**src/hdl/ex_pkg.sv**
```systemverilog
`default_nettype none

package ex_pkg;

    localparam int data_w     = 16;
    localparam int pc_w       = 32;
    localparam int reg_addr_w = 3;
    localparam int flag_w     = 3;

    // Flag vector layout, carry on top
    localparam int flag_c = 2;
    localparam int flag_n = 1;
    localparam int flag_z = 0;

    typedef enum logic [3:0] {
        op_nop  = 4'd0,
        op_not  = 4'd1,
        op_inc  = 4'd2,
        op_dec  = 4'd3,
        op_mov  = 4'd4,   // Passes operand B, so also load immediate
        op_add  = 4'd5,
        op_sub  = 4'd6,
        op_and  = 4'd7,
        op_or   = 4'd8,
        op_shl  = 4'd9,
        op_shr  = 4'd10,
        op_setc = 4'd11,
        op_clrc = 4'd12
    } alu_op_e;

    typedef enum logic [2:0] {
        jmp_none   = 3'd0,
        jmp_zero   = 3'd1,
        jmp_neg    = 3'd2,
        jmp_carry  = 3'd3,
        jmp_always = 3'd4
    } jump_cond_e;

endpackage

`default_nettype wire

```
**src/hdl/forwarding_unit.sv**
```systemverilog
`default_nettype none

module forwarding_unit #(
    parameter int reg_addr_w = ex_pkg::reg_addr_w
) (
    input  wire [reg_addr_w-1:0] rs_a,
    input  wire [reg_addr_w-1:0] rs_b,
    input  wire [reg_addr_w-1:0] ex_mem_rd,
    input  wire                  ex_mem_reg_write,
    input  wire                  ex_mem_valid,
    input  wire [reg_addr_w-1:0] mem_wb_rd,
    input  wire                  mem_wb_reg_write,
    output logic [1:0]           fwd_a_sel,
    output logic [1:0]           fwd_b_sel
);

    // 0 register file, 1 EX/MEM result, 2 write-back data
    function automatic logic [1:0] pick_source(input logic [reg_addr_w-1:0] rs);
        logic ex_hit;
        logic wb_hit;
        ex_hit = ex_mem_valid && ex_mem_reg_write && (ex_mem_rd == rs);
        wb_hit = mem_wb_reg_write && (mem_wb_rd == rs);
        if (ex_hit) begin
            pick_source = 2'd1;   // Younger producer wins
        end else if (wb_hit) begin
            pick_source = 2'd2;
        end else begin
            pick_source = 2'd0;
        end
    endfunction

    always_comb begin
        fwd_a_sel = pick_source(rs_a);
        fwd_b_sel = pick_source(rs_b);
    end

endmodule

`default_nettype wire

```
**src/hdl/alu.sv**
```systemverilog
`default_nettype none

module alu #(
    parameter int data_w = ex_pkg::data_w
) (
    input  wire                         clk,
    input  wire                         rst_n,
    input  wire                         valid,
    input  wire [data_w-1:0]            reg_a_data,
    input  wire [data_w-1:0]            reg_b_data,
    input  wire [data_w-1:0]            ex_mem_result,
    input  wire [data_w-1:0]            wb_data,
    input  wire [1:0]                   fwd_a_sel,
    input  wire [1:0]                   fwd_b_sel,
    input  wire [data_w-1:0]            imm,
    input  wire                         imm_select,
    input  wire [$clog2(data_w)-1:0]    shamt,
    input  wire ex_pkg::alu_op_e        alu_op,
    input  wire                         flag_enable,
    input  wire                         flag_restore,
    input  wire [ex_pkg::flag_w-1:0]    restored_flags,
    output logic [data_w-1:0]           op_a,
    output logic [data_w-1:0]           op_b,
    output logic [data_w-1:0]           result,
    output logic [ex_pkg::flag_w-1:0]   flags
);

    import ex_pkg::*;

    logic [data_w-1:0] fwd_b;
    logic              carry;
    logic [flag_w-1:0] next_flags;

    always_comb begin
        case (fwd_a_sel)
            2'd1:    op_a = ex_mem_result;
            2'd2:    op_a = wb_data;
            default: op_a = reg_a_data;
        endcase
        case (fwd_b_sel)
            2'd1:    fwd_b = ex_mem_result;
            2'd2:    fwd_b = wb_data;
            default: fwd_b = reg_b_data;
        endcase
    end

    assign op_b = imm_select ? imm : fwd_b;

    always_comb begin
        carry  = flags[flag_c];
        result = '0;
        case (alu_op)
            op_not: result = ~op_a;
            op_inc: {carry, result} = {1'b0, op_a} + {{data_w{1'b0}}, 1'b1};
            op_dec: {carry, result} = {1'b0, op_a} - {{data_w{1'b0}}, 1'b1};   // Borrow on zero
            op_mov: result = op_b;
            op_add: {carry, result} = {1'b0, op_a} + {1'b0, op_b};
            op_sub: {carry, result} = {1'b0, op_a} - {1'b0, op_b};
            op_and: result = op_a & op_b;
            op_or:  result = op_a | op_b;
            op_shl: begin
                result = op_a << shamt;
                // Last bit out lands above the msb
                if (shamt != '0) begin
                    {carry, result} = {1'b0, op_a} << shamt;
                end
            end
            op_shr: begin
                result = op_a >> shamt;
                if (shamt != '0) begin
                    {result, carry} = {op_a, 1'b0} >> shamt;
                end
            end
            op_setc: carry = 1'b1;
            op_clrc: carry = 1'b0;
            default: result = '0;
        endcase
    end

    always_comb begin
        next_flags         = flags;
        next_flags[flag_c] = carry;
        if (alu_op != op_nop && alu_op != op_setc && alu_op != op_clrc) begin
            next_flags[flag_n] = result[data_w-1];
            next_flags[flag_z] = (result == '0);
        end
    end

    always_ff @(posedge clk) begin
        if (!rst_n) begin
            flags <= '0;
        end else if (valid && flag_restore) begin
            flags <= restored_flags;   // Restore beats a normal update
        end else if (valid && flag_enable) begin
            flags <= next_flags;
        end
    end

endmodule

`default_nettype wire

```
**src/hdl/branch_controller.sv**
```systemverilog
`default_nettype none

module branch_controller #(
    parameter int pc_w   = ex_pkg::pc_w,
    parameter int data_w = ex_pkg::data_w
) (
    input  wire                       valid,
    input  wire ex_pkg::jump_cond_e   jump_cond,
    input  wire [ex_pkg::flag_w-1:0]  flags,
    input  wire [pc_w-1:0]            pc,
    input  wire [data_w-1:0]          target_operand,
    output logic                      branch_taken,
    output logic [pc_w-1:0]           new_pc
);

    import ex_pkg::*;

    logic cond_met;

    always_comb begin
        case (jump_cond)
            jmp_zero:   cond_met = flags[flag_z];
            jmp_neg:    cond_met = flags[flag_n];
            jmp_carry:  cond_met = flags[flag_c];
            jmp_always: cond_met = 1'b1;
            default:    cond_met = 1'b0;
        endcase
    end

    assign branch_taken = valid && cond_met;

    // Target comes from the destination register, sign extended
    assign new_pc = branch_taken ?
                    {{(pc_w-data_w){target_operand[data_w-1]}}, target_operand} : pc;

endmodule

`default_nettype wire

```
**src/hdl/execute_stage.sv**
```systemverilog
`default_nettype none

module execute_stage #(
    parameter int data_w     = ex_pkg::data_w,
    parameter int pc_w       = ex_pkg::pc_w,
    parameter int reg_addr_w = ex_pkg::reg_addr_w
) (
    input  wire                         clk,
    input  wire                         rst_n,
    input  wire                         in_valid,
    input  wire [pc_w-1:0]              pc,
    input  wire [data_w-1:0]            reg_a_data,
    input  wire [data_w-1:0]            reg_b_data,
    input  wire [reg_addr_w-1:0]        rs_a,
    input  wire [reg_addr_w-1:0]        rs_b,
    input  wire [reg_addr_w-1:0]        rd,
    input  wire [data_w-1:0]            imm,
    input  wire                         imm_select,
    input  wire [$clog2(data_w)-1:0]    shamt,
    input  wire ex_pkg::alu_op_e        alu_op,
    input  wire ex_pkg::jump_cond_e     jump_cond,
    input  wire                         flag_enable,
    input  wire                         flag_restore,
    input  wire [ex_pkg::flag_w-1:0]    restored_flags,
    input  wire                         reg_write,
    input  wire                         mem_read,
    input  wire                         mem_write,
    input  wire [1:0]                   wb_sel,
    input  wire [data_w-1:0]            wb_data,
    input  wire [reg_addr_w-1:0]        mem_wb_rd,
    input  wire                         mem_wb_reg_write,
    output logic                        out_valid,
    output logic [data_w-1:0]           result_out,
    output logic [data_w-1:0]           op_a_out,
    output logic [data_w-1:0]           op_b_out,
    output logic [reg_addr_w-1:0]       rd_out,
    output logic                        reg_write_out,
    output logic                        mem_read_out,
    output logic                        mem_write_out,
    output logic [1:0]                  wb_sel_out,
    output logic [pc_w-1:0]             pc_out,
    output logic [ex_pkg::flag_w-1:0]   flags,
    output logic                        branch_taken,
    output logic [pc_w-1:0]             new_pc
);

    logic [1:0]        fwd_a_sel;
    logic [1:0]        fwd_b_sel;
    logic [data_w-1:0] op_a;
    logic [data_w-1:0] op_b;
    logic [data_w-1:0] result;

    // EX/MEM side comes straight from our own pipeline register
    forwarding_unit #(
        .reg_addr_w (reg_addr_w)
    ) u_fwd (
        .rs_a             (rs_a),
        .rs_b             (rs_b),
        .ex_mem_rd        (rd_out),
        .ex_mem_reg_write (reg_write_out),
        .ex_mem_valid     (out_valid),
        .mem_wb_rd        (mem_wb_rd),
        .mem_wb_reg_write (mem_wb_reg_write),
        .fwd_a_sel        (fwd_a_sel),
        .fwd_b_sel        (fwd_b_sel)
    );

    alu #(
        .data_w (data_w)
    ) u_alu (
        .clk            (clk),
        .rst_n          (rst_n),
        .valid          (in_valid),
        .reg_a_data     (reg_a_data),
        .reg_b_data     (reg_b_data),
        .ex_mem_result  (result_out),
        .wb_data        (wb_data),
        .fwd_a_sel      (fwd_a_sel),
        .fwd_b_sel      (fwd_b_sel),
        .imm            (imm),
        .imm_select     (imm_select),
        .shamt          (shamt),
        .alu_op         (alu_op),
        .flag_enable    (flag_enable),
        .flag_restore   (flag_restore),
        .restored_flags (restored_flags),
        .op_a           (op_a),
        .op_b           (op_b),
        .result         (result),
        .flags          (flags)
    );

    // Sees flags before this instruction's own update
    branch_controller #(
        .pc_w   (pc_w),
        .data_w (data_w)
    ) u_branch (
        .valid          (in_valid),
        .jump_cond      (jump_cond),
        .flags          (flags),
        .pc             (pc),
        .target_operand (op_a),
        .branch_taken   (branch_taken),
        .new_pc         (new_pc)
    );

    always_ff @(posedge clk) begin
        if (!rst_n) begin
            out_valid     <= 1'b0;
            reg_write_out <= 1'b0;
            mem_read_out  <= 1'b0;
            mem_write_out <= 1'b0;
        end else begin
            out_valid     <= in_valid;
            reg_write_out <= in_valid && reg_write;   // Bubbles write nothing
            mem_read_out  <= in_valid && mem_read;
            mem_write_out <= in_valid && mem_write;
        end
    end

    always_ff @(posedge clk) begin
        result_out <= result;
        op_a_out   <= op_a;
        op_b_out   <= op_b;
        rd_out     <= rd;
        wb_sel_out <= wb_sel;
        pc_out     <= pc;
    end

endmodule

`default_nettype wire

```
**config.mk**
```make
export PLATFORM = sky130hd
export DESIGN_NAME = execute_stage
export DESIGN_NICKNAME = d
export VERILOG_FILES = /design/src/hdl/ex_pkg.sv /design/src/hdl/forwarding_unit.sv /design/src/hdl/alu.sv /design/src/hdl/branch_controller.sv /design/src/hdl/execute_stage.sv
export SDC_FILE = /design/constraint.sdc
export NUM_CORES = 1
export LEC_CHECK = 0
export ABC_CLOCK_PERIOD_IN_PS = 16520
export BUFFER_PORTS_ARGS = -buffer_cell sky130_fd_sc_hd__buf_2
export CAP_MARGIN = 20
export CORE_MARGIN = 10
export CORE_UTILIZATION = 50
export CTS_BUF_LIST = sky130_fd_sc_hd__clkbuf_2
export DETAILED_ROUTE_END_ITERATION = 12
export PLACE_DENSITY = 0.78
export SETUP_SLACK_MARGIN = 0.3
export SYNTH_ARGS = -nofsm -noshare
export SYNTH_HDL_FRONTEND = slang
export SYNTH_HIERARCHICAL = 1
export SYNTH_SLANG_ARGS = --single-unit
```
**constraint.sdc**
```tcl
create_clock -name clk -period 16.52 [get_ports clk]
set_input_delay 0.826 -clock clk [delete_from_list [all_inputs] [get_ports clk]]
set_output_delay 0.826 -clock clk [all_outputs]
set_load 0.05 [all_outputs]
```
**Word level (Yosys, flattened, before mapping)**

Index checks and enable logic that the tools add are counted.

- Register bits: 92
- Word-level logic and storage cells: 90
- Output and inout port bits: 125

- Bitwise gates (word level): 3
- Shifts and indexed selects: 4
- Eq/ne operators: 28
- Add/subtract/negate cells: 4
- Reductions and logical operators: 21
- Multiplexer cells: 18

Operators by type and width:

| cell | number |
|---|---|
| one-hot mux 16 bit (10 select lines) | 1 |
| one-hot mux 16 bit (2 select lines) | 2 |
| 2-to-1 mux 16 bit | 3 |
| 2-to-1 mux 32 bit | 1 |
| == test 4 bit, second input constant | 5 |
| adder 16 x 1 -> 17 bit, second input constant | 1 |
| adder 16 x 16 -> 17 bit | 1 |
| << shifter 16 x 4 -> 17 bit | 1 |
| right shift 17 x 4 -> 17 bit | 1 |
| subtractor 16 x 1 -> 17 bit, second input constant | 1 |
| subtractor 16 x 16 -> 17 bit | 1 |
| AND 16 bit | 1 |
| == test 4 x 3 -> 1 bit, second input constant | 4 |
| zero test 16 bit | 1 |
| inverter 16 bit | 1 |
| bitwise OR 16 bit | 1 |
| << shifter 16 x 4 -> 16 bit | 1 |
| right shift 16 x 4 -> 16 bit | 1 |
| logical AND 1 bit | 13 |
| == test 3 bit | 4 |
| 2-to-1 mux 2 bit | 5 |
| nonzero test 9 bit | 1 |
| == test 4 x 2 -> 1 bit, second input constant | 2 |
| != test 4 bit, second input constant | 2 |
| other kinds (15) | 23 |

**Logic depth before layout (Yosys ltp)**

Gate-level depths: netlist of run 1.

- Depth in word-level cells: 13
- Gate-level depth with buffers: 23

**Cells and area by module**

Netlist of run 1, hierarchy kept.

Modules (own cells, without submodules):

| module | instances | area each (sq um) | cells each |
|---|---|---|---|
| alu | 1 | 6309.8 | 897 |
| execute_stage | 1 | 1808.0 | 93 |
| branch_controller | 1 | 581.8 | 104 |
| forwarding_unit | 1 | 153.9 | 19 |

**Worst setup path before layout of run 1**

OpenSTA, ideal clock, no wires.

- Path kind: input to register
- Start: input rs_b[2]
- End: register u_alu/flags[0] in the netlist's numbering
- Slack: 10796 ps
- Stages on the path: 21
- Setup time: 84 ps
- Arrival time: 5640 ps
- Path through: xor2_1 > nor4_2 > nor2_1 > ha_1 > clkbuf_1 > clkbuf_1 > nor2b_1 > nor3_1 > a21oi_1 > inv_1 > ha_1 > inv_1 > nor3b_1 > o31a_1 > or3_1 > and2_1 > a221o_1 > a221o_1 > or4_1 > or4_1 > o31ai_2

- Elaborated cells between the ends (all ways): 19

RTL lines:

| what | RTL line | text |
|---|---|---|
| start: declaration | execute_stage.sv:15 | `input wire [reg_addr_w-1:0] rs_b,` |
| == test 3 bit * | forwarding_unit.sv:21 | `ex_hit = ex_mem_valid && ex_mem_reg_write && (ex_mem_rd == rs);` |
| logical AND 1 bit * | forwarding_unit.sv:21 |  |
| 2-to-1 mux 2 bit * | forwarding_unit.sv:23 | `if (ex_hit) begin` |
| via fwd_b_sel[0] | execute_stage.sv:48 | `logic [1:0] fwd_b_sel;` |
| == test 2 bit / == test 2 x 1 -> 1 bit (equally long branches) | alu.sv:40 | `case (fwd_b_sel)` |
| one-hot mux 16 bit (2 select lines) * | alu.sv:40 |  |
| 2-to-1 mux 16 bit * | alu.sv:47 | `assign op_b = imm_select ? imm : fwd_b;` |
| via op_b[6] | execute_stage.sv:50 | `logic [data_w-1:0] op_b;` |
| subtractor 16 x 16 -> 17 bit / adder 16 x 16 -> 17 bit (equally long branches) | alu.sv:58, alu.sv:57 |  |
| one-hot mux 16 bit (10 select lines) * | alu.sv:52 | `case (alu_op)` |
| via result[11] | execute_stage.sv:51 | `logic [data_w-1:0] result;` |
| zero test 16 bit * | alu.sv:85 | `next_flags[flag_z] = (result == '0);` |
| 2-to-1 mux 2 bit * | alu.sv:83 | `if (alu_op != op_nop && alu_op != op_setc && alu_op != op_clrc) begin` |
| 2-to-1 mux 3 bit * | alu.sv:94 | `end else if (valid && flag_enable) begin` |
| 2-to-1 mux 3 bit * | alu.sv:92 | `end else if (valid && flag_restore) begin` |
| end signal: assignment | alu.sv:93 | `flags <= restored_flags;` |
| end signal: assignment | alu.sv:95 | `flags <= next_flags;` |
| end: declaration | alu.sv:25 | `output logic [ex_pkg::flag_w-1:0] flags` |

The timed path passes the listed nets; every way through them passes the cells marked *. The select of a mux whose other input is x is not followed.
A chain may end at the register's enable or synchronous reset.

**Worst setup path after layout of run 1**

- Start: register rd_out[2]
- End: register u_alu/flags[2] in the netlist's numbering

- Word-level cells in the longest chain between the ends: 10
- Elaborated cells between the ends (all ways): 24

Ends and longest elaborated chain:

| what | RTL line | text |
|---|---|---|
| start: declaration | execute_stage.sv:36 | `output logic [reg_addr_w-1:0] rd_out,` |
| start signal: assignment | execute_stage.sv:125 | `rd_out <= rd;` |
| == test 3 bit * | forwarding_unit.sv:21 |  |
| logical AND 1 bit * | forwarding_unit.sv:21 |  |
| 2-to-1 mux 2 bit * | forwarding_unit.sv:23 |  |
| via fwd_b_sel[0] | execute_stage.sv:48 |  |
| == test 2 bit / == test 2 x 1 -> 1 bit (equally long branches) | alu.sv:40 |  |
| one-hot mux 16 bit (2 select lines) * | alu.sv:40 |  |
| 2-to-1 mux 16 bit * | alu.sv:47 |  |
| via op_b[1] | execute_stage.sv:50 |  |
| subtractor 16 x 16 -> 17 bit / adder 16 x 16 -> 17 bit (equally long branches) | alu.sv:58, alu.sv:57 |  |
| one-hot mux 1 bit (8 select lines) * | alu.sv:52 |  |
| 2-to-1 mux 3 bit * | alu.sv:94 |  |
| 2-to-1 mux 3 bit * | alu.sv:92 |  |

Marked as above.

==> qor.yml, run 1 <==
clock_tree:
  clk_latency_ns: 0.64
  cts_max_path_buffers: 2
  maximum_level_of_the_cts_h_tree: 3
  numCtsBuffers: 9
  cts_tree: "built"
  cts_root_buffer: "sky130_fd_sc_hd__clkbuf_2"
  post_cts.repair.setup_buffers: 0
  cts_resized: 0
  clock-sinks: 92
  clkTransAtPathRegs_ns: 0.29
  ctsHoldBuffers: 0
finish:
  design.final.nets: 1504
  most-common-layout-cells: "258 x sky130_fd_sc_hd__buf_2, 94 x sky130_fd_sc_hd__nand2_1, 92 x sky130_fd_sc_hd__dfxtp_1, 88 x sky130_fd_sc_hd__nor2_1, 58 x sky130_fd_sc_hd__ha_1"
  layout.core_utilization_pct: 59.4
  final_layout_size_suffix_gt1_share_pct: 28.4
  most_common_cell_after_layout_fill_and_taps_aside: "sky130_fd_sc_hd__buf_2"
  syn_to_final_growth_pct: 16.4
  stdcell_count: 1545
floorplan:
  design.portCount: 259
  coreArea_um2: 17400
  fp.dieArea_um2: 23400
  dieWidth_um: 153
  floorplan.initialDensity_pct: 51.0
  fp-row-count: 48
  die_height_um: 153
route:
  drt_iter0_markers: 1622
  detail_route.vias_per_cell: 6.88
  wire_per_inst_um: 27.1
  detail_route.first_pass.iterations: 6
  wl_mm: 41.8
  ant_nets: 0
  num_vias: 10600
  drt_drc_violations_left: 0
global_routing:
  grt_util_all_layers_pct: 33.1
  grt_pass1_vias: 9726
  grt_start_max_net_pins: 42
  antenna_violations_before_repair: 6
  globalRouteOverflowTotal: 0
  grt_first_pass_wirelength_mm: 61.8
synth:
  synth.lib_cells_used.distinct: 92
  async_reset_ff_share_pct: 0
  post_synth_instance_area_um2: 8850
  synth-seq-cells: 92
  seq_area_frac_synth_pct: 20.8
  synth_edf_count: 0
  synth-main-ff-cell: "sky130_fd_sc_hd__dfxtp_1"
  synth.net_count: 1307
  post_synth_inst_count: 1113
  yosysWarningCount: 6
  syn_area_per_cell_um2: 7.95
sta:
  timing.setup.tns_ns: 0
  finalHoldViolCount: 0
  fmaxAchievable_ghz: 0.153
  tightestPinTransition_ns: 1.21
  finalSetupViolCount: 0
  final.min_clock_period_ns: 6.52
  final_worst_path_period_share_pct: 39.5
  report.final.slew_viol_count: 0
  relSlewSlack_pct: 18.9
  worst_clk_skew_ns: 0.0424
  grt_setup_unrepaired: "false"
critical_path:
  cpMaxStageDelayCell: "sky130_fd_sc_hd__ha_1"
  path_class: "reg -> reg"
  start_kind: "flip-flop"
  crit_path_frequent_cell: "sky130_fd_sc_hd__a21oi_1"
  worstPathArrival_ns: 7.01
  crit_path_max_incr_delay_ns: 1.01
  required_ns: 17.01
  crit_path_end_kind: "flip-flop"
  crit_fanout: 32
  worstPathCellList: "xor2_1, nor4_2, nor2_1, ha_1, nor2b_1, nor3_1, a21oi_1, inv_1, fa_1, a21oi_1, o2111ai_1, a21o_1, a41o_1, a31oi_1, o21ai_0, nand3_1, a21oi_1, nor4b_1, o22ai_1"
status:
  run_status: "finished, final reports clean"
min_path:
  hp-class: "in -> reg"
pwr:
  power.static_leakage_nw: 4.46
  total_power_w: 0.000842
  power.density_nw_per_um2: 81.8
  power.ir.vdd_worst_uv: 53.9
placement:
  detailed_place_hpwl_mm: 32.2
  port_buffers: 258
  gp_routability_congestion: 1.04
  placed_cells: 1524
run:
  drv.max_cap_violation_count: 0
## state kept, by name, summed over array words and instances, names as in the netlist
name	flops
reg_write_out	1
mem_read_out	1
result_out	16
rd_out	3
pc_out	32
mem_write_out	1
u_alu/flags	3
wb_sel_out	2
out_valid	1
op_a_out	16
op_b_out	16
## worst paths after layout
| kind | startpoint | to | slack [ns] | depth (start not counted) |
|---|---|---|---|---|
| min | pc[17] | pc_out[17]$_DFF_P_ | 0.27 | 1 |
| max reg2reg | rd_out[2]$_DFF_P_ | u_alu/flags[2]$_SDFFE_PN0P_ | 10.00 | 19 |
| min reg2reg | u_alu/flags[2]$_SDFFE_PN0P_ | u_alu/flags[2]$_SDFFE_PN0P_ | 0.68 | 2 |
| max | rd_out[2]$_DFF_P_ | u_alu/flags[2]$_SDFFE_PN0P_ | 10.00 | 19 |
## metrics by stage
step	hold slack (ns)	setup WS, ns	cell area, um^2
2_1_floorplan	0.817	10.80	8850
3_3_place_gp	0.632	9.89	10200
3_5_place_dp	0.635	9.72	10200
4_1_cts	0.260	10.27	10300
5_1_grt	0.245	9.78	10300
6_report	0.268	10.00	10300
## cell usage after synthesis, drive strengths merged (5+ instances only)
library cell  count  share of area (%)
and3              5               0.35
or4               6               0.51
a31oi             7               0.49
o21a              5               0.51
a221o            14                1.6
o221ai            8               0.79
nor4             13                1.1
dfxtp            92                 21
nand4            13               0.92
xor2              8               0.79
mux2i             9                1.0
nor2             96                4.5
o21ai            60                3.4
o31ai            16                1.4
a21oi            54                3.1
nor3             41                2.3
a21o              6               0.51
inv              54                2.3
a221oi           43                5.4
o211ai           13                1.1
clkbuf           54                2.4
and2              6               0.44
xnor2            26                2.6
or3               9               0.64
nand2            94                4.0
buf              38                2.6
o21bai            5               0.42
a22oi            14                1.2
nand3            28                1.6
a211oi           13                1.1
nand2b           17                1.2
nor2b            33                2.3
o22ai            47                3.5
ha               58                8.2
mux4             23                5.9
## cell type report
type	count	area [um^2]
fill	1633	7050
multi-input combinational	874	6380
sequential	92	1840
timing repair buffer	278	1440
tap	225	282
inverter	55	208
clock inverter	6	90.1
clock buffer	9	45.0
antenna	6	15.0
## report_power, final
group / internal (W) / switching, W
clock: 0.0000497 / 0.0000873
sequential: 0.000244 / 0.0000157
combinational: 0.000129 / 0.000316
## logic make-up (layout without fill, tap and decap cells)
group	after synthesis	in the layout	share of synthesized area (%)
flip-flops	92	92	20.8
XOR/XNOR	34	34	3.36
buffers and inverters	147	348	7.39
multiplexers	34	34	7.12
AO/OA/AOI/OAI	360	360	30.3
AND/OR/NAND/NOR	385	385	22.3
adder cells (fa/ha/maj)	61	61	8.76
other	0	6	0
## layer usage
layer  global-route usage, %  vias to the layer above  part of all wire [%]
li1                        -                     4603                     -
met1                    40.8                     5051                    37
met2                    53.6                      845                    46
met3                    8.56                      136                    12
met4                    13.4                        0                   4.4
met5                       0                        -                     0
## worst max-delay path, delay by kind of cell, from the launching register on
kind,cells,cell delay (ns)
XOR/XNOR,1,0.17
buffers and inverters,1,0.22
adder cells (fa/ha/maj),2,1.51
flip-flops,1,0.40
AO/OA/AOI/OAI,9,2.19
AND/OR/NAND/NOR,6,1.88
Power figures use the tool's default switching activity.
==> run 2: changes to the inputs <==
ABC_CLOCK_PERIOD_IN_PS = 6450   (was 16520)
clock period = 6.45 ns   (was 16.52 ns; I/O delays follow)
==> run 2 against run 1 <==
  * Hold slack worse by 0.24 ns
  * Sequential share of layout area fell by 1.0 points
  * Setup slack lost 9.4 ns
  * Clock power grew to 2.7 times the previous value
  * Global-route usage grew 1.7 points
  * Largest cell class unchanged
==> qor.yml, run 2 (same netlist as run 1, synthesis figures left out) <==
clock_tree:
  cts_root_buffer: "sky130_fd_sc_hd__clkbuf_2"
  clkTransAtPathRegs_ns: 0.28
  clk_latency_ns: 0.69
  cts_max_path_buffers: 2
  maximum_level_of_the_cts_h_tree: 3
  clock-sinks: 92
  cts_tree: "built"
  numCtsBuffers: 9
pwr:
  total_power_w: 0.00224
  power.static_leakage_nw: 4.76
  power.ir.vdd_worst_uv: 146
  power.density_nw_per_um2: 205
route:
  wl_mm: 44.0
  detail_route.first_pass.iterations: 8
  drt_drc_violations_left: 0
  num_vias: 11000
  drt_iter0_markers: 1963
  ant_nets: 0
  detail_route.vias_per_cell: 6.84
  wire_per_inst_um: 27.4
floorplan:
  coreArea_um2: 17400
  dieWidth_um: 153
  floorplan.initialDensity_pct: 51.0
  fp.dieArea_um2: 23400
  design.portCount: 259
  die_height_um: 153
  fp-row-count: 48
sta:
  finalHoldViolCount: 0
  fmaxAchievable_ghz: 0.172
  tightestPinTransition_ns: 1.10
  final.min_clock_period_ns: 5.81
  finalSetupViolCount: 0
  final_worst_path_period_share_pct: 90.1
  relSlewSlack_pct: 26.4
  timing.setup.tns_ns: 0
  worst_clk_skew_ns: 0.0844
  grt_setup_unrepaired: "false"
  report.final.slew_viol_count: 0
critical_path:
  timing.reg2reg.setup_slack_ns: 0.64
  path_class: "reg -> reg"
  required_ns: 6.98
  start_kind: "flip-flop"
  cpMaxStageDelayCell: "sky130_fd_sc_hd__o31ai_1"
  cp-startpoint: "rd_out[2]$_DFF_P_"
  crit_fanout: 24
  critical_path.top_delay_family: "compound AO/OA/AOI/OAI gates"
  crit_path_max_incr_delay_ns: 0.94
  r2r-start: "rd_out[2]$_DFF_P_"
  worstPathArrival_ns: 6.35
  critical_path_buffers_and_inverters: 1
  crit_path_end_kind: "flip-flop"
  worstPathCellList: "xor2_1, nor4_2, nor2_1, ha_1, buf_4, a221oi_1, o31ai_1, ha_1, nor4_1, a22o_1, a311o_1, o311ai_0, o31ai_1, o221ai_1, a211o_1, nand3_1, a21boi_0"
global_routing:
  grt_pass1_vias: 10400
  antenna_violations_before_repair: 2
  grt_util_all_layers_pct: 34.8
  globalRouteOverflowTotal: 0
  grt_first_pass_wirelength_mm: 65.1
  grt_start_max_net_pins: 41
finish:
  top_register: "pc_out"
  most-common-layout-cells: "258 x sky130_fd_sc_hd__buf_2, 94 x sky130_fd_sc_hd__nand2_1, 92 x sky130_fd_sc_hd__dfxtp_1, 88 x sky130_fd_sc_hd__nor2_1, 58 x sky130_fd_sc_hd__ha_1"
  final_layout_size_suffix_gt1_share_pct: 28.9
  design.final.nets: 1570
  final.fill_count: 1546
  layout.core_utilization_pct: 62.9
  design_area_um2: 10900
  stdcell_count: 1608
  syn_to_final_growth_pct: 23.4
  largest_register_ff_count: 32
  most_common_cell_after_layout_fill_and_taps_aside: "sky130_fd_sc_hd__buf_2"
placement:
  placed_cells: 1547
  detailed_place_hpwl_mm: 32.7
  detailed_place.area_um2: 10300
  port_buffers: 258
  gp_routability_congestion: 1.04
min_path:
  hp-class: "in -> reg"
  min_from: "rst_n"
run:
  drv.max_cap_violation_count: 0
status:
  run_status: "finished, final reports clean"
==> run 2: cell types whose count changed in the layout (fill, tap and decap cells not counted), sizes merged <==
cell / before / now
clkbuf: 9 / 10
diode: 6 / 2
clkinv: 5 / 3
dlygate4sd3: 0 / 43
buf: 278 / 301
inv: 54 / 56
==> run 2: power breakdown <==
group          leakage (nW)  internal (W)  switching [W]
Sequential            0.774      0.000625      0.0000400
Combinational          3.90      0.000365       0.000835
Clock                0.0871      0.000135       0.000239
Total                  4.76       0.00112        0.00111
==> run 2: area by class of cell <==
| cell class | instances | area [um^2] | area share, % |
|---|---|---|---|
| Timing Repair Buffer | 344 | 2060 | 18.8 |
| Multi-Input combinational cell | 874 | 6380 | 58.4 |
| Inverter | 55 | 208 | 1.90 |
| Sequential cell | 92 | 1840 | 16.9 |
| Antenna cell | 2 | 5.00 | 0.0458 |
| Clock inverter | 6 | 95.1 | 0.871 |
| Tap cell | 225 | 282 | 2.58 |
| Clock buffer | 10 | 50.0 | 0.458 |
==> run 2: worst paths after layout <==
check,to,cells after the start
worst max-delay path,u_alu/flags[1]$_SDFFE_PN0P_,17
worst min-delay path,u_alu/flags[1]$_SDFFE_PN0P_,2
worst max register to register,u_alu/flags[1]$_SDFFE_PN0P_,17
worst min register to register,u_alu/flags[2]$_SDFFE_PN0P_,2
==> run 2: worst reg2reg max path: cells and delay by family, from the launching register on <==
kind                       cells  cell delay (ns)
DFF                            1             0.40
AOI/OAI and AO/OA              9             2.87
xor gates and xnor gates       1             0.17
and+or+nand+nor                4             1.08
buffers and inverters          1             0.30
adders and majority gates      2             0.90
==> run 2: through the flow <==
step	hold WS, ns	setup WS (ns)
floorplan	0.350	0.884
global placement	0.425	0.783
detailed placement	0.427	0.615
CTS	0.00163	0.649
global route	0.0185	0.294
finish	0.0315	0.637
==> run 2: routing by layer <==
metal | vias up | global-route usage [%] | share of wire [%]
met2 | 920 | 56.3 | 46
li1 | 4732 | - | -
met5 | - | 0 | 0
met1 | 5164 | 42.5 | 37
met4 | 0 | 15.5 | 5.1
met3 | 181 | 9.01 | 12
==> run 2: timing repair <==
item	CTS	global route
setup buffers	0	0
resized for setup	0	2
hold buffers	41	2
endpoints found under the hold margin	41	2
setup endpoints to repair	0	1
